==> config.mk <==
export PLATFORM = sky130hd
export DESIGN_NAME = mmult_host_regs
export DESIGN_NICKNAME = d
export VERILOG_FILES = /design/src/hw/mmult_bus_pkg.sv /design/src/hw/mmult_host_regs.sv
export VERILOG_INCLUDE_DIRS = /design/src /design/src/hw
export SDC_FILE = /design/constraint.sdc
export NUM_CORES = 1
export LEC_CHECK = 0
export ABC_AREA = 1
export BUFFER_PORTS_ARGS = -buffer_cell sky130_fd_sc_hd__buf_2
export CAP_MARGIN = 20
export CORE_AREA = 5 5 113 115
export CTS_CLUSTER_SIZE = 28
export DETAILED_ROUTE_END_ITERATION = 16
export DIE_AREA = 0 0 118 120
export HOLD_SLACK_MARGIN = 0.12
export PLACE_DENSITY = 0.81
export SKIP_CTS_REPAIR_TIMING = 1
export SLEW_MARGIN = 20
export SYNTH_ARGS = -nofsm -noshare
export SYNTH_HDL_FRONTEND = slang
export SYNTH_SLANG_ARGS = --single-unit
==> constraint.sdc <==
create_clock -name sys_clk -period 6 [get_ports sys_clk]
set_clock_uncertainty 0.05 [all_clocks]
set_input_delay 1.2 -clock sys_clk [delete_from_list [all_inputs] [get_ports sys_clk]]
set_output_delay 1.2 -clock sys_clk [all_outputs]
set_load 0.005 [all_outputs]
==> src/hw/mmult_consts.svh <==
// Data sizes, memory sizes, host address map and MMULT opcode value
`ifndef MMULT_CONSTS_SVH
`define MMULT_CONSTS_SVH

// Datapath word width
`define MMULT_DATA_W 32
// Matrix word address width, byte address bits 11:2
`define MMULT_ADDR_W 10
// Matrix RAM size in words
`define MMULT_MTX_DEPTH 64
// General register count
`define MMULT_REG_COUNT 32

// Bits 15:10 of an MMULT instruction
`define MMULT_OPCODE 6'b110110

// Host byte address map
`define MMULT_MTXC_ADDR 'h000
`define MMULT_MTXA_ADDR 'h004
`define MMULT_RAM_BASE 'h400
`define MMULT_REG_BASE 'h800

`endif

==> src/hw/mmult_bus_pkg.sv <==
// Host bus response, matrix control register and address region types
package mmult_bus_pkg;

	// AXI4-Lite response codes used by the host port
	typedef enum logic [1:0] {
		OKAY = 2'b00,
		SLVERR = 2'b10
	} axi_resp_e;

	// MTXC: address-width flag above the 4-bit row width
	typedef struct packed {
		logic addw;
		logic [3:0] width;
	} mtxc_t;

	// Decoded host address regions
	typedef enum logic [2:0] {
		MTXC,
		MTXA,
		RAM,
		REG,
		NONE
	} host_region_e;

endpackage

==> src/hw/mmult_host_regs.sv <==
// AXI4-Lite slave with address decode for MTXC, MTXA, matrix RAM and registers
`timescale 1ns/1ps
`include "mmult_consts.svh"

module mmult_host_regs (
	input logic sys_clk,
	input logic resetl,
	input logic [`MMULT_ADDR_W+1:0] awaddr,
	input logic awvalid,
	output logic awready,
	input logic [`MMULT_DATA_W-1:0] wdata,
	input logic [3:0] wstrb,
	input logic wvalid,
	output logic wready,
	output mmult_bus_pkg::axi_resp_e bresp,
	output logic bvalid,
	input logic bready,
	input logic [`MMULT_ADDR_W+1:0] araddr,
	input logic arvalid,
	output logic arready,
	output logic [`MMULT_DATA_W-1:0] rdata,
	output mmult_bus_pkg::axi_resp_e rresp,
	output logic rvalid,
	input logic rready,
	input logic busy,
	output logic mtxc_wr,
	output logic mtxa_wr,
	output logic [`MMULT_DATA_W-1:0] reg_wdata,
	input mmult_bus_pkg::mtxc_t mtxc,
	input logic [`MMULT_ADDR_W-1:0] mtxa,
	output logic host_we,
	output logic host_re,
	output logic [`MMULT_ADDR_W-1:0] host_addr,
	output logic [`MMULT_DATA_W-1:0] host_wdata,
	input logic [`MMULT_DATA_W-1:0] host_rdata,
	output logic rf_we,
	output logic [4:0] rf_addr,
	output logic [`MMULT_DATA_W-1:0] rf_wdata,
	input logic [`MMULT_DATA_W-1:0] rf_rdata
);
	localparam int AW = `MMULT_ADDR_W + 2;
	localparam logic [AW-1:0] MTXC_A = AW'(`MMULT_MTXC_ADDR);
	localparam logic [AW-1:0] MTXA_A = AW'(`MMULT_MTXA_ADDR);
	localparam logic [AW-1:0] RAM_LO = AW'(`MMULT_RAM_BASE);
	localparam logic [AW-1:0] RAM_HI = AW'(`MMULT_RAM_BASE + 4 * `MMULT_MTX_DEPTH);
	localparam logic [AW-1:0] REG_LO = AW'(`MMULT_REG_BASE);
	localparam logic [AW-1:0] REG_HI = AW'(`MMULT_REG_BASE + 4 * `MMULT_REG_COUNT);

	logic aw_full;
	logic w_full;
	logic rd_pend;
	logic [AW-1:0] aw_q;
	logic [`MMULT_DATA_W-1:0] w_q;
	logic [3:0] s_q;
	logic aw_take;
	logic w_take;
	logic ar_take;
	logic wr_go;
	logic [AW-1:0] wr_addr;
	logic [AW-1:0] sel_addr;
	logic [AW-1:0] ram_off;
	logic [AW-1:0] reg_off;
	logic [`MMULT_DATA_W-1:0] wr_data;
	logic [3:0] wr_strb;
	mmult_bus_pkg::host_region_e wr_region;
	mmult_bus_pkg::host_region_e rd_region;
	logic wr_ok;
	logic rd_ok;
	logic [`MMULT_DATA_W-1:0] rd_word;

	// Map a byte address onto its region
	function automatic mmult_bus_pkg::host_region_e decode(input logic [AW-1:0] a);
		if (a[AW-1:2] == MTXC_A[AW-1:2])
			return mmult_bus_pkg::MTXC;
		if (a[AW-1:2] == MTXA_A[AW-1:2])
			return mmult_bus_pkg::MTXA;
		if (a >= RAM_LO && a < RAM_HI)
			return mmult_bus_pkg::RAM;
		if (a >= REG_LO && a < REG_HI)
			return mmult_bus_pkg::REG;
		return mmult_bus_pkg::NONE;
	endfunction

	// Address and data may arrive apart, both stall while a response waits
	assign awready = ~aw_full & ~bvalid;
	assign wready = ~w_full & ~bvalid;
	assign aw_take = awvalid & awready;
	assign w_take = wvalid & wready;
	assign wr_addr = aw_full ? aw_q : awaddr;
	assign wr_data = w_full ? w_q : wdata;
	assign wr_strb = w_full ? s_q : wstrb;
	// Write fires in the cycle its second half is taken
	assign wr_go = (aw_full | aw_take) & (w_full | w_take);

	// Writes own the shared strobes, so a read waits out that cycle
	assign arready = ~rvalid & ~rd_pend & ~wr_go;
	assign ar_take = arvalid & arready;

	assign wr_region = decode(wr_addr);
	assign rd_region = decode(araddr);
	// Only full-word writes, and no RAM access while the sequencer owns it
	assign wr_ok = (wr_region != mmult_bus_pkg::NONE) && (wr_strb == 4'hf) &&
		!(wr_region == mmult_bus_pkg::RAM && busy);
	assign rd_ok = (rd_region != mmult_bus_pkg::NONE) &&
		!(rd_region == mmult_bus_pkg::RAM && busy);

	// Region offsets from the address in use this cycle
	assign sel_addr = wr_go ? wr_addr : araddr;
	assign ram_off = sel_addr - RAM_LO;
	assign reg_off = sel_addr - REG_LO;
	assign host_addr = ram_off[AW-1:2];
	assign rf_addr = reg_off[6:2];

	// One strobe per accepted transaction
	assign mtxc_wr = wr_go && wr_ok && (wr_region == mmult_bus_pkg::MTXC);
	assign mtxa_wr = wr_go && wr_ok && (wr_region == mmult_bus_pkg::MTXA);
	assign host_we = wr_go && wr_ok && (wr_region == mmult_bus_pkg::RAM);
	assign rf_we = wr_go && wr_ok && (wr_region == mmult_bus_pkg::REG);
	assign host_re = ar_take && rd_ok && (rd_region == mmult_bus_pkg::RAM);
	assign reg_wdata = wr_data;
	assign host_wdata = wr_data;
	assign rf_wdata = wr_data;

	// Register readback, MTXA returned as a byte address
	always_comb begin
		case (rd_region)
			mmult_bus_pkg::MTXC: rd_word = {{(`MMULT_DATA_W - 5){1'b0}}, mtxc};
			mmult_bus_pkg::MTXA: rd_word = {{(`MMULT_DATA_W - AW){1'b0}}, mtxa, 2'b00};
			mmult_bus_pkg::REG: rd_word = rf_rdata;
			default: rd_word = '0;
		endcase
	end

	always_ff @(posedge sys_clk) begin
		if (!resetl) begin
			aw_full <= 1'b0;
			w_full <= 1'b0;
			bvalid <= 1'b0;
			rvalid <= 1'b0;
			rd_pend <= 1'b0;
		end else begin
			if (wr_go) begin
				aw_full <= 1'b0;
				w_full <= 1'b0;
			end else begin
				if (aw_take)
					aw_full <= 1'b1;
				if (w_take)
					w_full <= 1'b1;
			end
			if (wr_go)
				bvalid <= 1'b1;
			else if (bready)
				bvalid <= 1'b0;
			// RAM word appears a cycle after host_re
			rd_pend <= host_re;
			if (rd_pend || (ar_take && !host_re))
				rvalid <= 1'b1;
			else if (rready)
				rvalid <= 1'b0;
		end
	end

	always_ff @(posedge sys_clk) begin
		if (aw_take)
			aw_q <= awaddr;
		if (w_take) begin
			w_q <= wdata;
			s_q <= wstrb;
		end
		if (wr_go)
			bresp <= wr_ok ? mmult_bus_pkg::OKAY : mmult_bus_pkg::SLVERR;
		// Capture the read word so it holds until rready
		if (rd_pend) begin
			rdata <= host_rdata;
			rresp <= mmult_bus_pkg::OKAY;
		end else if (ar_take) begin
			rdata <= rd_word;
			rresp <= rd_ok ? mmult_bus_pkg::OKAY : mmult_bus_pkg::SLVERR;
		end
	end

	// Write response stays up and unchanged until the master takes it
	a_bvalid_hold: assert property (@(posedge sys_clk) disable iff (!resetl)
		bvalid && !bready |=> bvalid && $stable(bresp));

endmodule

==> results.md <==
- Pins Over Slew Limit: 0
- Commonest non-fill, non-tap cell in the layout: buf_2
- Layout cells sized above 1: 50.6%
- Post-synthesis sequential area ratio: 52.1%
- TNS Setup: 0 ns
- CTS tree: done
- Worst Reg-to-Reg Cells: 7
- Synth area leader: edfxtp_1
- TritonCTS Sinks: 85
- Starting DRT DRC Count: 261
- ANT nets after route: 0
- Via count: 4021
- Hpwl dp: 10100 microns
- Power per cell area: 272 mW/mm^2
- Final Hold Fails: 0
- Clk pin slew, worst setup/hold paths: 0.06 ns
- EDFF count, synth: 79
- Tightest Pin Transition: 0.886 ns
- Number of iterations in the first detailed-routing pass: 5
- Minimum clock period: 4.32 ns
- Yosys warnings: 0
- Most frequent cells in the layout: buf_2, nand2_1, edfxtp_1
- Slew margin rel.: 40.7%
- Mean area per synthesized cell: 9.76 sq um
- Fill count: 1054
- Core Area: 0.0117 sq mm
- Max Fclk: 231 MHz
- Synth Instances: 490
- Overall routing resource usage: 16.8%
- Critical path class: in -> out
- Starting density of the core: 40.8%
- Mapped Area: 0.00478 sq mm
- Cell Rows: 40
- Post-synth cell types: 35
- Hold path depth: 2
- Final Cycle Share: 72.1%
- RePlAce Congestion: 0.886
- Worst EP arrival: 3.07 ns
- Crit-path max cell delay: 0.71 ns
- Die H: 120 microns
- Synth area leaders: edfxtp_1, buf_4, nand2_1, mux2_2, o21ai_0
- Area Overhead vs Synth: 29.0%
- I/O Pins: 304
- Worst R2R Setup Slack: 3.38 ns
- Remaining DRCs: 0
- Number of buffers created by CTS: 9
- WL final: 12500 microns
- # Max-Cap Violations: 0
- Global-route wire length before repair: 19500 microns
- GRT overflow: 0
- Slowest CP cell: nor3b_2
- Root Buffer: clkbuf_16
- Worst Min Path Start: rresp[1]
- Reg-to-Reg End: rdata[19]
- Post-place setup slack: 1.68 ns
- CP most frequent cell: buf_2
- Max clock buf depth: 2
- CTS H-tree depth: 3
- Die Wd: 118 microns
- Post-synth ARST share: 0%
- Worst Setup Start Kind: input port
- Unrepaired setup endpoints after global routing: false
- Vias in the first global route: 3972
- Hold_ws: 0.446 ns
- Post-synth top area share: 49.6%
- Via/cell ratio: 4.64
- Worst-skew pair later-pin latency: 0.32 ns
- Initial antenna violation count: 0
- Final setup vio count: 0
- Worst Path Required: 4.75 ns
- Die ar.: 0.0142 sq mm
- Largest net degree at the start of global routing: 38
- Status: complete, no violations
- Top_reg_cell synth: edfxtp_1
- Layout Nets: 861
- CP Cell Sequence: buf_2 -> nor3b_2 -> nor2_2 -> nor2_8 -> inv_1 -> o21ai_0 -> buf_2
- Leakage: 0.00305 uW
- Hold WC Path Type: reg -> reg
- Hold Path Sink: rresp[1]
- Maximum VDD drop: 0.173 mV
- Crit end category: output port
- Mean routed wirelength per cell: 14.4 microns
- Post-route setup slack: 1.68 ns
- #FFs+latches synth: 85
- Max FO, Critical Path: 13
- IO Port Bufs: 297
- Reg2reg start: aw_full
-- Yosys cell counts, types with 2 or more instances --
library cell,n
o21ai_0,38
dfxtp_1,6
inv_1,44
buf_4,73
nand2_2,2
clkbuf_1,11
a21o_1,2
nor3_1,2
nand4_1,3
o211ai_1,5
o21ai_2,2
buf_6,3
nor2_2,2
mux2_2,32
nor2_1,22
nand3_1,10
a21oi_1,4
edfxtp_1,79
nand2_1,134
-- critical path, delay by kind of cell --
family                 cells  cell delay [ns]
AO/OA/AOI/OAI              1             0.27
AND/OR/NAND/NOR            3             1.15
buffers and inverters      3             0.45
-- per-layer routing --
layer	part of all wire, %	vias to the layer above	track usage [%]
met3	8.0	8	4.71
li1	-	1991	-
met4	0.67	0	3.80
met5	0	-	0
met2	51	190	29.6
met1	40	1832	20.5
-- area by class of cell --
cell class / count / area [sq um] / share of cell area [%]
multi-input combinational: 271 / 1470 / 23.9
sequential: 85 / 2490 / 40.4
inverter: 45 / 169 / 2.74
antenna: 1 / 2.50 / 0.0406
clock inverter: 7 / 97.6 / 1.58
timing repair buffer: 302 / 1520 / 24.7
tap: 147 / 184 / 2.98
clock buffer: 9 / 225 / 3.65
-- report_power, final --
group	total (uW)	switching (uW)	internal (uW)
sequential	735	19.3	715
clock	594	228	367
combinational	345	184	161
-- worst max path at each step --
stage,from,end,depth (start not counted)
final,awvalid,host_addr[2],7
after global routing,awvalid,host_addr[2],7
after global placement,awvalid,rf_addr[2],7
after CTS,awvalid,host_addr[2],7
after detailed placement,awvalid,host_addr[2],7
after floorplan,wvalid,rf_addr[2],7
-- logic make-up (layout without fill, tap and decap cells) --
group | Yosys count | in the layout | synth area share [%]
buffers and inverters | 135 | 363 | 17.2
and+or+nand+nor | 184 | 184 | 16.8
AOI/OAI and AO/OA | 51 | 51 | 5.86
xor gates and xnor gates | 1 | 1 | 0.183
muxes | 33 | 33 | 7.75
other | 1 | 3 | 0.0784
DFF | 85 | 85 | 52.1
-- flip-flops by register name, indices dropped and copies added, names as in the netlist --
signal   count
rdata       32
bvalid       1
w_full       1
aw_full      1
rresp        1
aw_q        10
rd_pend      1
w_q         32
s_q          4
rvalid       1
bresp        1
-- stage by stage --
step	total power [uW]	instances	instance area [sq um]	utilization [%]
2_1_floorplan	982	491	4780	-
6_report	1670	867	6170	52.6
3_5_place_dp	1100	850	5840	49.9
4_1_cts	1700	866	6160	52.6
5_1_grt	1760	866	6160	52.6
3_3_place_gp	1090	850	5840	49.9
Power figures use the tool's default switching activity.
