### config.mk
export PLATFORM = sky130hd
export DESIGN_NAME = systolic_seq_flat
export DESIGN_NICKNAME = d
export VERILOG_FILES = /design/src/hw/mmult_isa_pkg.sv /design/src/hw/mmult_bus_pkg.sv /design/src/hw/mtx_bus_if.sv /design/src/hw/sys_ins_if.sv /design/src/hw/systolic_seq.sv /design/src/flat_wrapper.sv
export VERILOG_INCLUDE_DIRS = /design/src /design/src/hw
export SDC_FILE = /design/constraint.sdc
export NUM_CORES = 1
export LEC_CHECK = 0
export ABC_AREA = 1
export BUFFER_PORTS_ARGS = -buffer_cell sky130_fd_sc_hd__buf_4
export CAP_MARGIN = 20
export CELL_PAD_IN_SITES_DETAIL_PLACEMENT = 1
export CELL_PAD_IN_SITES_GLOBAL_PLACEMENT = 1
export CORE_MARGIN = 3
export CORE_UTILIZATION = 28
export DETAILED_ROUTE_END_ITERATION = 8
export GPL_TIMING_DRIVEN = 0
export MAX_ROUTING_LAYER = met4
export PLACE_DENSITY_LB_ADDON = 0.15
export SETUP_SLACK_MARGIN = 0.2
export SKIP_LAST_GASP = 1
export SYNTH_ARGS = -nofsm -noshare
export SYNTH_HDL_FRONTEND = slang
export SYNTH_SLANG_ARGS = --single-unit
### constraint.sdc
create_clock -name sys_clk -period 1.9 [get_ports sys_clk]
set_clock_uncertainty 0.15 [all_clocks]
set_input_delay 0.095 -clock sys_clk [delete_from_list [all_inputs] [get_ports sys_clk]]
set_output_delay 0.095 -clock sys_clk [all_outputs]
set_load 0.02 [all_outputs]
### src/hw/mmult_consts.svh
// Data sizes, memory sizes, host address map and MMULT opcode value
`ifndef MMULT_CONSTS_SVH
`define MMULT_CONSTS_SVH

// Datapath word width
`define MMULT_DATA_W 32
// Matrix word address width, byte address bits 11:2
`define MMULT_ADDR_W 10
// Matrix RAM size in words
`define MMULT_MTX_DEPTH 64
// General register count
`define MMULT_REG_COUNT 32

// Bits 15:10 of an MMULT instruction
`define MMULT_OPCODE 6'b110110

// Host byte address map
`define MMULT_MTXC_ADDR 'h000
`define MMULT_MTXA_ADDR 'h004
`define MMULT_RAM_BASE 'h400
`define MMULT_REG_BASE 'h800

`endif

### src/hw/mmult_isa_pkg.sv
// Instruction format, opcode enum and internal systolic operation types
`include "mmult_consts.svh"

package mmult_isa_pkg;

	// Major opcode, only MMULT is executed here
	typedef enum logic [5:0] {
		OTHER = 6'b000000,
		MMULT = `MMULT_OPCODE
	} opcode_e;

	// 16-bit instruction word: op, source row register, destination
	typedef struct packed {
		opcode_e op;
		logic [4:0] rs;
		logic [4:0] rd;
	} instr_t;

	// Internal operations issued per sequencer step
	typedef enum logic [1:0] {
		NOP = 2'd0,
		IMULTN = 2'd1,
		IMACN = 2'd2,
		RESMAC = 2'd3
	} sys_op_e;

	// Internal instruction passed to the datapath
	typedef struct packed {
		sys_op_e op;
		logic [4:0] src;
		logic [4:0] dst;
		// Selects the high half of src when set
		logic half;
	} sys_ins_t;

endpackage

### src/hw/mmult_bus_pkg.sv
// Host bus response, matrix control register and address region types
package mmult_bus_pkg;

	// AXI4-Lite response codes used by the host port
	typedef enum logic [1:0] {
		OKAY = 2'b00,
		SLVERR = 2'b10
	} axi_resp_e;

	// MTXC: address-width flag above the 4-bit row width
	typedef struct packed {
		logic addw;
		logic [3:0] width;
	} mtxc_t;

	// Decoded host address regions
	typedef enum logic [2:0] {
		MTXC,
		MTXA,
		RAM,
		REG,
		NONE
	} host_region_e;

endpackage

### src/hw/mtx_bus_if.sv
// Matrix memory bus between sequencer, matrix RAM and datapath
`timescale 1ns/1ps
`include "mmult_consts.svh"

interface mtx_bus_if;
	// Request and word address from the sequencer
	logic mreq;
	logic [`MMULT_ADDR_W-1:0] addr;
	// Data phase outstanding
	logic dover;
	// One-cycle data acknowledge with the read word
	logic datack;
	logic [`MMULT_DATA_W-1:0] rdata;

	modport seq (output mreq, output addr, output dover, input datack, input rdata);

	modport ram (input mreq, input addr, input dover, output datack, output rdata);

	// Datapath only samples the returned word
	modport dp (input datack, input rdata);
endinterface

### src/hw/sys_ins_if.sv
// Internal instruction link from the systolic sequencer to the MAC datapath
`timescale 1ns/1ps

interface sys_ins_if;
	// Current internal instruction
	mmult_isa_pkg::sys_ins_t ins;
	// Half select for the operation now in execute
	logic multsel;
	// Retires ins and advances the sequencer
	logic step;
	// Matrix data not yet returned
	logic stall;

	modport seq (output ins, output multsel, output stall, input step);

	modport dp (input ins, input multsel, input stall, output step);
endinterface

### src/hw/systolic_seq.sv
// MMULT sequencer: matrix control registers, step FSM, row counter, matrix requests
`timescale 1ns/1ps
`include "mmult_consts.svh"

module systolic_seq (
	input logic sys_clk,
	input logic resetl,
	input logic instr_valid,
	input mmult_isa_pkg::instr_t instr,
	output logic busy,
	input logic mtxc_wr,
	input logic mtxa_wr,
	input logic [`MMULT_DATA_W-1:0] wdata,
	output mmult_bus_pkg::mtxc_t mtxc,
	output logic [`MMULT_ADDR_W-1:0] mtxa,
	mtx_bus_if.seq mtx,
	sys_ins_if.seq sys
);
	typedef enum logic [1:0] {
		IDLE,
		MULT,
		MAC,
		RES
	} state_e;

	state_e state;
	// Steps left, 0 stands for 16
	logic [3:0] count;
	// Row element pointer as {register, half}
	logic [5:0] row;
	logic [4:0] dst;
	logic dover;
	logic mreq;
	logic accept;
	logic step;
	logic [4:0] n_val;
	logic [`MMULT_ADDR_W-1:0] stride;

	assign busy = (state != IDLE);
	assign step = sys.step;
	// Non-MMULT opcodes are taken and dropped
	assign accept = instr_valid && !busy && (instr.op == mmult_isa_pkg::MMULT);

	// Width 0 wraps to 16
	assign n_val = {mtxc.width == 4'd0, mtxc.width};
	assign stride = mtxc.addw ? {{(`MMULT_ADDR_W - 5){1'b0}}, n_val} : `MMULT_ADDR_W'(1);

	// Control registers and column address
	always_ff @(posedge sys_clk) begin
		if (!resetl) begin
			mtxc <= '0;
			mtxa <= '0;
		end else begin
			if (mtxc_wr)
				mtxc <= mmult_bus_pkg::mtxc_t'(wdata[4:0]);
			if (mtxa_wr)
				mtxa <= wdata[`MMULT_ADDR_W+1:2];
			else if (dover && mtx.datack)
				mtxa <= mtxa + stride;
		end
	end

	// IMULTN, N-1 IMACN, RESMAC
	always_ff @(posedge sys_clk) begin
		if (!resetl) begin
			state <= IDLE;
		end else begin
			case (state)
				IDLE: begin
					if (accept)
						state <= MULT;
				end
				MULT, MAC: begin
					if (step)
						state <= (count == 4'd1) ? RES : MAC;
				end
				RES: begin
					if (step)
						state <= IDLE;
				end
				default: state <= IDLE;
			endcase
		end
	end

	// Width counter and row pointer move once per step
	always_ff @(posedge sys_clk) begin
		if (!resetl) begin
			count <= 4'd0;
			row <= 6'd0;
			sys.multsel <= 1'b0;
		end else if (accept) begin
			count <= mtxc.width;
			row <= {instr.rs, 1'b0};
		end else if (step) begin
			count <= count - 4'd1;
			row <= row + 6'd1;
			// Half select follows the operation into execute
			sys.multsel <= sys.ins.half;
		end
	end

	always_ff @(posedge sys_clk) begin
		if (accept)
			dst <= instr.rd;
	end

	// New request per multiply step, held over a waited data phase
	assign mreq = (state == MULT) || (state == MAC) || (dover && !mtx.datack);

	always_ff @(posedge sys_clk) begin
		if (!resetl)
			dover <= 1'b0;
		else
			dover <= mreq;
	end

	assign mtx.mreq = mreq;
	assign mtx.dover = dover;
	assign mtx.addr = mtxa;
	assign sys.stall = dover && !mtx.datack;

	// Internal instruction for the current state
	always_comb begin
		sys.ins.src = row[5:1];
		sys.ins.half = row[0];
		sys.ins.dst = dst;
		case (state)
			MULT: sys.ins.op = mmult_isa_pkg::IMULTN;
			MAC: sys.ins.op = mmult_isa_pkg::IMACN;
			RES: sys.ins.op = mmult_isa_pkg::RESMAC;
			default: sys.ins.op = mmult_isa_pkg::NOP;
		endcase
	end

	// RESMAC retires only after the last data phase, so idle never requests
	a_idle_mreq: assert property (@(posedge sys_clk) disable iff (!resetl)
		(state == IDLE) |-> !dover);

	// MAC ends at count 1, so 0 means a lost step
	a_mac_count: assert property (@(posedge sys_clk) disable iff (!resetl)
		(state == MAC) |-> (count != 4'd0));

endmodule

### src/flat_wrapper.sv
// flat-port wrapper written by rule: the top's interface ports become plain ports
module systolic_seq_flat 
  (sys_clk, resetl, instr_valid, instr, busy, mtxc_wr, mtxa_wr, wdata, mtxc, mtxa, mtx_mreq, mtx_addr, mtx_dover, mtx_datack, mtx_rdata, sys_ins, sys_multsel, sys_stall, sys_step);
  mtx_bus_if mtx_i ();
  sys_ins_if sys_i ();
  input logic sys_clk;
  input logic resetl;
  input logic instr_valid;
  input mmult_isa_pkg::instr_t instr;
  output logic busy;
  input logic mtxc_wr;
  input logic mtxa_wr;
  input logic [`MMULT_DATA_W-1:0] wdata;
  output mmult_bus_pkg::mtxc_t mtxc;
  output logic [`MMULT_ADDR_W-1:0] mtxa;
  output wire logic [$bits(mtx_i.mreq)-1:0] mtx_mreq;
  output wire logic [$bits(mtx_i.addr)-1:0] mtx_addr;
  output wire logic [$bits(mtx_i.dover)-1:0] mtx_dover;
  input wire logic [$bits(mtx_i.datack)-1:0] mtx_datack;
  input wire logic [$bits(mtx_i.rdata)-1:0] mtx_rdata;
  output wire logic [$bits(sys_i.ins)-1:0] sys_ins;
  output wire logic [$bits(sys_i.multsel)-1:0] sys_multsel;
  output wire logic [$bits(sys_i.stall)-1:0] sys_stall;
  input wire logic [$bits(sys_i.step)-1:0] sys_step;
  assign mtx_mreq = mtx_i.mreq;
  assign mtx_addr = mtx_i.addr;
  assign mtx_dover = mtx_i.dover;
  assign mtx_i.datack = mtx_datack;
  assign mtx_i.rdata = mtx_rdata;
  assign sys_ins = sys_i.ins;
  assign sys_multsel = sys_i.multsel;
  assign sys_stall = sys_i.stall;
  assign sys_i.step = sys_step;
  systolic_seq u_core (.sys_clk(sys_clk), .resetl(resetl), .instr_valid(instr_valid), .instr(instr), .busy(busy), .mtxc_wr(mtxc_wr), .mtxa_wr(mtxa_wr), .wdata(wdata), .mtxc(mtxc), .mtxa(mtxa), .mtx(mtx_i), .sys(sys_i));
endmodule
==> impl_metrics.yaml, run 1 <==
placed_design:
  gp_congestion: 0.774
  port_buffers: 77
  dp_hpwl_um: 5080
  dp_worst_setup_slack_ns: -0.202
  place_area_um2: 2830
pwr:
  swShare_pct: 32.6
  seqPwrFrac_pct: 42.3
  power.switching_mw: 0.639
  power.leakage_nw: 1.65
  powerDensity_nw_per_um2: 558
  total_power_mw: 1.96
  pwr-share-comb_pct: 30.5
  vdd_drop_max_uv: 235
  clkPwrFrac_pct: 27.2
  internal_power_mw: 1.32
hold_path:
  holdCritStartpoint: "wdata[10]"
  worstHoldPathType: "in2reg"
  whs_endpoint: "u_core.mtx.addr[8]"
  hold-path-cell-count: 5
worst_setup_path:
  cp-startpoint: "u_core.mtxc[3]"
  r2r_slack_ns: 0.05
  crit_required_ns: 1.92
  timing.rr.end: "u_core.mtx.addr[7]"
  ff2ff_path_depth: 7
  crit_arrival_ns: 1.88
  critPathMaxFanout: 5
  cp-start-kind: "flop"
  crit-reg2reg-launch: "u_core.mtxc[3]"
  cp-end-kind: "flop"
  path_class: "reg2reg"
synthesis:
  synth_xor_area_share_pct: 2.92
  synth_top_area_share_pct: 27.7
  ys_seq_elements: 34
  synth_mux_area_share_pct: 0
  syn_nets: 397
  synthAdderAreaFrac_pct: 8.71
  syn-instance-count: 296
  synth-edff-count: 5
  synth.most_common_cell: "nand2_1"
  yosys.area.top_type: "dfxtp_1"
  synthTopCellsByArea: "dfxtp_1 (28%), nand2_1 (12%), inv_1 (7.9%)"
  postSynthAreaPerCell_um2: 7.09
  synth_cell_type_count: 32
  ys.flop_type: "dfxtp_1"
  ys_seq_area_share_pct: 34.8
  synth-async-reset-ratio_pct: 0
  yosys_warnings: 0
  synth_top_family_by_area: "simple AND/OR/NAND/NOR gates"
  synth_compound_area_share_pct: 12.6
  synth_area_um2: 2100
  synthSimpleGateAreaFrac_pct: 27.6
  yosys-top-cells-count: "nand2_1 (68), inv_1 (44), dfxtp_1 (29)"
timing:
  fin_crit_ns: 1.85
  min_period_over_period_pct: 97.5
  rsz0062_at_grt: "true"
  worst_slack_ns: 0.0468
  max_freq_ghz: 0.540
  slew_headroom_pct: 77.8
  final-hold-violation-count: 0
  hold_ws_ns: 0.00974
  slew_violations: 0
  worstMarginPinSlew_ns: 0.330
  setup_viol: 0
detailed_routing:
  via_per_inst: 4.63
  wirelength_um: 7270
  routed-via-count: 2377
  drc: 0
  dr.first_iter.drc_count: 58
  wl_per_cell_um: 14.2
  first_pass_iters: 4
  antenna_left: 0
floorplanning:
  die-area_um2: 8570
  fp-row-count: 30
  core_area_um2: 7020
  floorplan.initialDensity_pct: 29.9
  die_h_um: 92.6
  top_level_ports: 130
  fp.dieW_um: 92.6
clock_network:
  clkTransAtPathRegs_ns: 0.08
  cts.htree.levels: 2
  cts_max_path_buffers: 2
  cts_tree: "yes"
  clkLatencyLatePin_ns: 0.29
  cts_buffers: 5
  cts.sinks: 34
  root_buffer: "clkbuf_8"
job:
  drv_cap: 0
layout:
  finish.utilization_pct: 50.1
  finalInstanceArea_um2: 3510
  layout-drive-gt1-share_pct: 41.2
  nets: 517
  antenna_cells: 0
  areaGrowthSynthToFinish_pct: 67.4
grt:
  antenna_found_initial: 0
  grt_pass1_wl_um: 11700
  grt_usage_pct: 17.1
  gr-total-overflow: 0
  grt_start_max_net_pins: 11
  grt_pass1_vias: 2411
status:
  status: "completed"
[layout by cell type, fill, tap and decap left out, drive strengths merged, types with 2 or more instances in the layout]
cell	count
buf	103
nand2	70
inv	45
nor2	29
dfxtp	29
nand3	26
dlygate4sd3	23
o21ai	20
a21oi	14
ha	13
clkbuf	7
xor2	5
a31oi	5
edfxtp	5
o211ai	4
nand4	4
clkinv	3
xnor2	2
a22o	2
[metal layers]
metal  wire length [um]  global-route usage [%]
met5                  0                       -
met4                 36                    3.59
met3                349                    2.76
met2               3790                    29.5
met1               3100                    21.1
[how the worst max path moves through the flow]
stage	endpoint	slack, ns
3_3_place_gp	u_core.mtx.addr[7]	-0.05
4_1_cts	u_core.mtx.addr[7]	-0.02
2_1_floorplan	u_core.mtx.addr[4]	0.20
3_5_place_dp	u_core.mtx.addr[7]	-0.20
5_1_grt	u_core.mtx.addr[9]	-0.04
6_report	u_core.mtx.addr[7]	0.05
[power groups by stage]
stage	clock [mW]	combinational, mW	sequential (mW)
final	0.534	0.597	0.830
after detailed placement	0	0.470	0.839
after floorplan	0	0.239	0.860
after global routing	0.577	0.655	0.838
after global placement	0	0.458	0.837
after CTS	0.545	0.547	0.828
[final cells by class]
cell class | instances | area [um^2]
Sequential cell | 34 | 752
Clock inverter | 2 | 8.76
Timing Repair Buffer | 113 | 920
Inverter | 46 | 188
Multi-Input combinational cell | 202 | 1350
Tap cell | 96 | 120
Fill cell | 881 | 3510
Buffer | 14 | 108
Clock buffer | 6 | 72.6
[cells by family (layout without fill, tap and decap cells)]
group           Yosys count  after routing
simple gates            134            134
fa+ha+maj                14             14
flops                    34             34
buf+inv                  60            181
compound gates           47             47
xor+xnor                  7              7
[state kept, by name, indices dropped and copies added, names as in the netlist]
register,flops
u_core.row,6
u_core.mtxc,5
u_core.count,4
u_core.sys.multsel,1
u_core.mtx.addr,10
u_core.dst,5
u_core.mtx.dover,1
u_core.state,2
[stage by stage]
step           cells  setup TNS [ns]
3_5_place_dp     469          -0.932
5_1_grt          513          -0.179
3_3_place_gp     469          -0.217
6_report         513               0
4_1_cts          506         -0.0256
2_1_floorplan    296               0
[repair_timing]
item | in CTS | in global routing
endpoints found under the setup margin | 25 | 26
hold buffers | 23 | 0
pin swaps | 7 | 23
hold endpoints to repair | 22 | 0
setup buffers | 5 | 7
resized for setup | 26 | 46
cloned | 1 | 0
[critical path, cell delays in order (launching register included)]
cell and delay, ns:
dfxtp_4 0.38, nor4_4 0.38, ha_4 0.28, a21oi_4 0.19, nand2b_4 0.16, nand3_2 0.08, nand3_2 0.07, a21oi_2 0.05
Note: power is estimated with default switching activity, not from simulation.
==> inputs of run 2 (changes only) <==
--- a/config.mk
+++ b/config.mk
@@ -15,6 +15,7 @@
 export CORE_UTILIZATION = 28
 export DETAILED_ROUTE_END_ITERATION = 8
 export GPL_TIMING_DRIVEN = 0
+export HOLD_SLACK_MARGIN = 0.12
 export MAX_ROUTING_LAYER = met4
 export PLACE_DENSITY_LB_ADDON = 0.15
 export SETUP_SLACK_MARGIN = 0.2
==> run 2 against run 1 <==
  * Fmax up 0.44%
  * Via count rose by 0.46%
  * Final cell count grew 1.4%
  * Sequential share of layout area fell by 0.17 points
  * Global-route usage up 0.40 points
  * Setup slack improved by 0.0082 ns
  * Die area unchanged
  * Count of clock-buffer cells in the layout unchanged
  * Non-clock buffer count is 7 higher
  * Highest routed layer unchanged
==> impl_metrics.yaml, run 2 (same netlist as run 1, synthesis figures left out) <==
hold_path:
  hold-path-cell-count: 6
  whs_endpoint: "u_core.state[1]"
  holdCritStartpoint: "instr[10]"
  worstHoldPathType: "in2reg"
grt:
  grt_start_max_net_pins: 11
  grt_usage_pct: 17.5
  gr-total-overflow: 0
  grt_pass1_wl_um: 12000
  antenna_found_initial: 0
  grt_pass1_vias: 2478
worst_setup_path:
  timing.rr.end: "u_core.mtx.addr[7]"
  cp-end-kind: "flop"
  path_buf_inv: 0
  crit-reg2reg-launch: "u_core.mtxc[3]"
  critical-path-slowest-cell: "nor4_4"
  cp_common_cell: "nand3_2"
  critPathMaxFanout: 5
  cp-start-kind: "flop"
  ff2ff_path_depth: 7
  crit_chain: "nor4_4 -> ha_4 -> a21oi_4 -> nand2b_4 -> nand3_2 -> nand3_2 -> a21oi_2"
  crit_path_max_incr_delay_ns: 0.38
  path_class: "reg2reg"
  critical-path-top-delay-family: "simple AND/OR/NAND/NOR gates"
  r2r_slack_ns: 0.05
  crit_arrival_ns: 1.87
  worst-path-stages: 7
  crit_required_ns: 1.92
pwr:
  powerDensity_nw_per_um2: 554
  power.switching_mw: 0.636
  pwr-share-comb_pct: 30.6
  internal_power_mw: 1.32
  total_power_mw: 1.96
  power.leakage_nw: 1.67
  vdd_drop_max_uv: 232
  swShare_pct: 32.4
  clkPwrFrac_pct: 27.2
  seqPwrFrac_pct: 42.2
layout:
  finalInstanceArea_um2: 3540
  areaGrowthSynthToFinish_pct: 68.8
  nets: 524
  layout_commonest_cell: "buf_4"
  final_cells: 520
  layout_common_cells: "buf_4 (97), nand2_1 (57), inv_1 (36)"
  finish.utilization_pct: 50.5
  largest_reg_flops: 10
  antenna_cells: 0
  layout-drive-gt1-share_pct: 39.9
clock_network:
  clkLatencyLatePin_ns: 0.28
  clkTransAtPathRegs_ns: 0.08
  cts_tree: "yes"
  root_buffer: "clkbuf_8"
  cts_buffers: 5
  cts_max_path_buffers: 2
  cts.htree.levels: 2
  cts.sinks: 34
detailed_routing:
  wl_per_cell_um: 14.0
  via_per_inst: 4.59
  routed-via-count: 2388
  wirelength_um: 7280
  dr.first_iter.drc_count: 66
  first_pass_iters: 4
  drc: 0
  antenna_left: 0
floorplanning:
  fp.dieW_um: 92.6
  die_h_um: 92.6
  core_area_um2: 7020
  top_level_ports: 130
  floorplan.initialDensity_pct: 29.9
  die-area_um2: 8570
  fp-row-count: 30
timing:
  min_period_over_period_pct: 97.1
  final-hold-violation-count: 0
  fin_crit_ns: 1.85
  slew_headroom_pct: 78.0
  worstMarginPinSlew_ns: 0.327
  setup_viol: 0
  rsz0062_at_grt: "true"
  slew_violations: 0
  final.setup.tns_ns: 0
  max_freq_ghz: 0.542
placed_design:
  place_area_um2: 2830
  dp_cells: 469
  gp_congestion: 0.774
  port_buffers: 77
  dp_hpwl_um: 5080
job:
  drv_cap: 0
status:
  status: "completed"
[run 2: changes by cell type in the layout (fill, tap and decap cells not counted), sizes merged]
cell / previous run / this run
dlygate4sd3: 23 / 31
buf: 103 / 102
[run 2: worst max path at each step]
stage | startpoint | to
5_1_grt | u_core.mtxc[0] | u_core.mtx.addr[4]
2_1_floorplan | u_core.mtxc[0] | u_core.mtx.addr[4]
3_5_place_dp | u_core.mtxc[0] | u_core.mtx.addr[7]
3_3_place_gp | u_core.mtxc[0] | u_core.mtx.addr[7]
6_report | u_core.mtxc[3] | u_core.mtx.addr[7]
4_1_cts | u_core.mtxc[0] | u_core.mtx.addr[7]
[run 2: area by class of cell]
cell class,count,area (um^2)
clock buffer,6,72.6
clock inverter,2,8.76
tap,96,120
buffer,14,108
sequential,34,752
multi-input combinational,202,1310
inverter,46,188
fill,870,3480
timing repair buffer,120,988
[run 2: routing by layer]
layer / vias up / wire [um] / share of wire (%) / track usage [%]
li1: 1203 / - / - / -
met1: 1133 / 3170 / 44 / 21.4
met2: 48 / 3790 / 52 / 30.6
met3: 4 / 292 / 4.0 / 2.52
met4: 0 / 25 / 0.34 / 3.59
met5: - / 0 / 0 / -
[run 2: power by group through the flow]
stage	registers (mW)	clock network [mW]	logic (mW)
after floorplan	0.860	0	0.239
after global placement	0.837	0	0.458
after detailed placement	0.839	0	0.470
after CTS	0.828	0.545	0.559
after global routing	0.836	0.574	0.660
final	0.828	0.533	0.601
[run 2: repair_timing]
action                                  4_1_cts  5_1_grt
endpoints found under the setup margin       25       26
resized for setup                            26       38
hold endpoints to repair                     33        0
gates cloned                                  1        0
hold buffers                                 31        0
pin swaps                                     7       20
buffers inserted                              5        6
[run 2: per-stage QoR]
| step | setup WS (ns) | hold slack, ns |
|---|---|---|
| 2_1_floorplan | 0.198 | 0.0439 |
| 3_3_place_gp | -0.0532 | 0.124 |
| 3_5_place_dp | -0.202 | 0.125 |
| 4_1_cts | -0.0177 | 0.256 |
| 5_1_grt | -0.0399 | 0.194 |
| 6_report | 0.0550 | 0.166 |
[run 2: worst register-to-register path, stage by stage (launching register included)]
cell	delay [ns]
dfxtp_4	0.37
nor4_4	0.38
ha_4	0.28
a21oi_4	0.19
nand2b_4	0.16
nand3_2	0.08
nand3_2	0.07
a21oi_2	0.05
==> inputs of run 3 (changes only) <==
--- a/config.mk
+++ b/config.mk
@@ -12,7 +12,8 @@
 export CELL_PAD_IN_SITES_DETAIL_PLACEMENT = 1
 export CELL_PAD_IN_SITES_GLOBAL_PLACEMENT = 1
 export CORE_MARGIN = 3
-export CORE_UTILIZATION = 28
+export CORE_UTILIZATION = 29
+export CTS_BUF_LIST = sky130_fd_sc_hd__clkbuf_8
 export DETAILED_ROUTE_END_ITERATION = 8
 export GPL_TIMING_DRIVEN = 0
 export HOLD_SLACK_MARGIN = 0.12
==> run 3 against run 2 <==
  * Core utilization grew 3.4 points
  * Die area down 3.2%
  * Non-clock buffer count increased by 13
  * Count of clock-buffer cells in the layout fell by 1
  * Sequential power is essentially flat
  * Setup slack gained 0.038 ns
  * Combinational power grew 8.5%
  * Sequential share of layout area fell by 1.0 points
  * Global-route usage grew 0.13 points
  * Largest cell class unchanged
  * Critical path type unchanged
==> impl_metrics.yaml, run 3 (same netlist as run 1, synthesis figures left out) <==
worst_setup_path:
  critical-path-slowest-cell: "fa_2"
  crit_arrival_ns: 1.87
  ff2ff_path_depth: 10
  crit-reg2reg-launch: "u_core.mtxc[0]"
  cp-end-kind: "flop"
  crit_path_max_incr_delay_ns: 0.38
  timing.rr.end: "u_core.mtx.addr[6]"
  crit_required_ns: 1.97
  cp_common_cell: "nand3_2"
  cp-start-kind: "flop"
  crit_chain: "inv_2 -> nand2_4 -> ha_4 -> fa_2 -> buf_6 -> nand3_4 -> nand3_2 -> nand2_2 -> nand3_2 -> a21oi_2"
  path_class: "reg2reg"
  critPathMaxFanout: 3
  r2r_slack_ns: 0.09
  cp-startpoint: "u_core.mtxc[0]"
timing:
  setup_viol: 0
  slew_headroom_pct: 61.5
  worstMarginPinSlew_ns: 0.577
  worst_slack_ns: 0.0925
  final.setup.tns_ns: 0
  max_freq_ghz: 0.553
  rsz0062_at_grt: "true"
  final-hold-violation-count: 0
  fin_crit_ns: 1.81
  min_period_over_period_pct: 95.1
  slew_violations: 0
hold_path:
  whs_endpoint: "u_core.state[1]"
  holdCritStartpoint: "instr[10]"
  hold-path-cell-count: 6
  worstHoldPathType: "in2reg"
detailed_routing:
  antenna_left: 0
  first_pass_iters: 4
  routed-via-count: 2429
  drc: 0
  via_per_inst: 4.56
  dr.first_iter.drc_count: 85
  wirelength_um: 7420
  wl_per_cell_um: 13.9
layout:
  layout-drive-gt1-share_pct: 43.2
  nets: 537
  fill_cells: 871
  layout_common_cells: "buf_4 (104), nand2_1 (51), inv_1 (34)"
  antenna_cells: 0
  layout_commonest_cell: "buf_4"
  areaGrowthSynthToFinish_pct: 77.3
  largest_reg_flops: 10
  final_cells: 533
  finish.utilization_pct: 53.9
  register_area_um2: 752
  multi_input_area_um2: 1350
placed_design:
  port_buffers: 77
  dp_cells: 469
  dp_worst_setup_slack_ns: -0.134
  gp_congestion: 0.715
  dp_hpwl_um: 4820
clock_network:
  clkLatencyLatePin_ns: 0.28
  cts_tree: "yes"
  cts_max_path_buffers: 2
  cts.htree.levels: 2
  cts.sinks: 34
  cts_buffers: 5
  root_buffer: "clkbuf_8"
  clkTransAtPathRegs_ns: 0.07
floorplanning:
  fp.dieW_um: 91.1
  die-area_um2: 8290
  floorplan.initialDensity_pct: 30.4
  die_h_um: 91.1
  core_area_um2: 6910
  top_level_ports: 130
  fp-row-count: 30
grt:
  gr-total-overflow: 0
  grt_usage_pct: 17.6
  grt_pass1_wl_um: 11800
  grt_start_max_net_pins: 12
  grt_pass1_vias: 2482
  antenna_found_initial: 0
pwr:
  total_power_mw: 2.01
  vdd_drop_max_uv: 233
  powerDensity_nw_per_um2: 541
  power.leakage_nw: 1.74
status:
  status: "completed"
job:
  drv_cap: 0
-- run 3: metrics by stage --
stage,instance area [um^2],hold WS [ns]
2_1_floorplan,2130,0.0439
3_3_place_gp,2830,0.124
3_5_place_dp,2830,0.126
4_1_cts,3480,0.257
5_1_grt,3720,0.212
6_report,3720,0.170
-- run 3: layout make-up --
type / instances / area share, %
well taps: 96 / 3.23
plain buffers: 14 / 2.86
repair buffers: 133 / 30.0
flip-flops and latches: 34 / 20.2
clock inverters: 3 / 0.437
multi-input cells: 202 / 36.3
clock buffers: 5 / 1.85
inverters: 46 / 5.08
-- run 3: how the worst max path moves through the flow --
stage,to,slack (ns),cells past startpoint
after global placement,u_core.mtx.addr[7],-0.05,11
after floorplan,u_core.mtx.addr[4],0.20,9
final,u_core.mtx.addr[6],0.09,10
after CTS,u_core.mtx.addr[9],-0.009,10
after global routing,u_core.mtx.addr[9],-0.02,11
after detailed placement,u_core.mtx.addr[9],-0.13,11
-- run 3: timing repair --
item | CTS | global route
resized for setup | 36 | 43
hold buffers | 32 | 0
setup endpoints to repair | 23 | 26
pin swaps | 23 | 31
endpoints found under the hold margin | 34 | 0
cloned | 1 | 0
setup buffers | 12 | 11
-- run 3: where the power goes --
part	internal [mW]	leakage, nW	switching (mW)
registers	0.771	0.288	0.0555
clock network	0.251	0.0416	0.281
logic	0.335	1.41	0.317
total	1.36	1.74	0.654
-- run 3: per-layer routing --
metal / track usage (%) / share of wire (%)
met5: - / 0
met4: 4.15 / 1.3
met3: 2.82 / 3.6
met2: 30.7 / 51
met1: 21.3 / 44
-- run 3: critical path: cells and delay by family (launching register included) --
family / cells / cell delay [ns]
AND/OR/NAND/NOR: 5 / 0.35
buffers and inverters: 2 / 0.21
adder cells (fa/ha/maj): 2 / 0.55
AO/OA/AOI/OAI: 1 / 0.14
flip-flops: 1 / 0.33
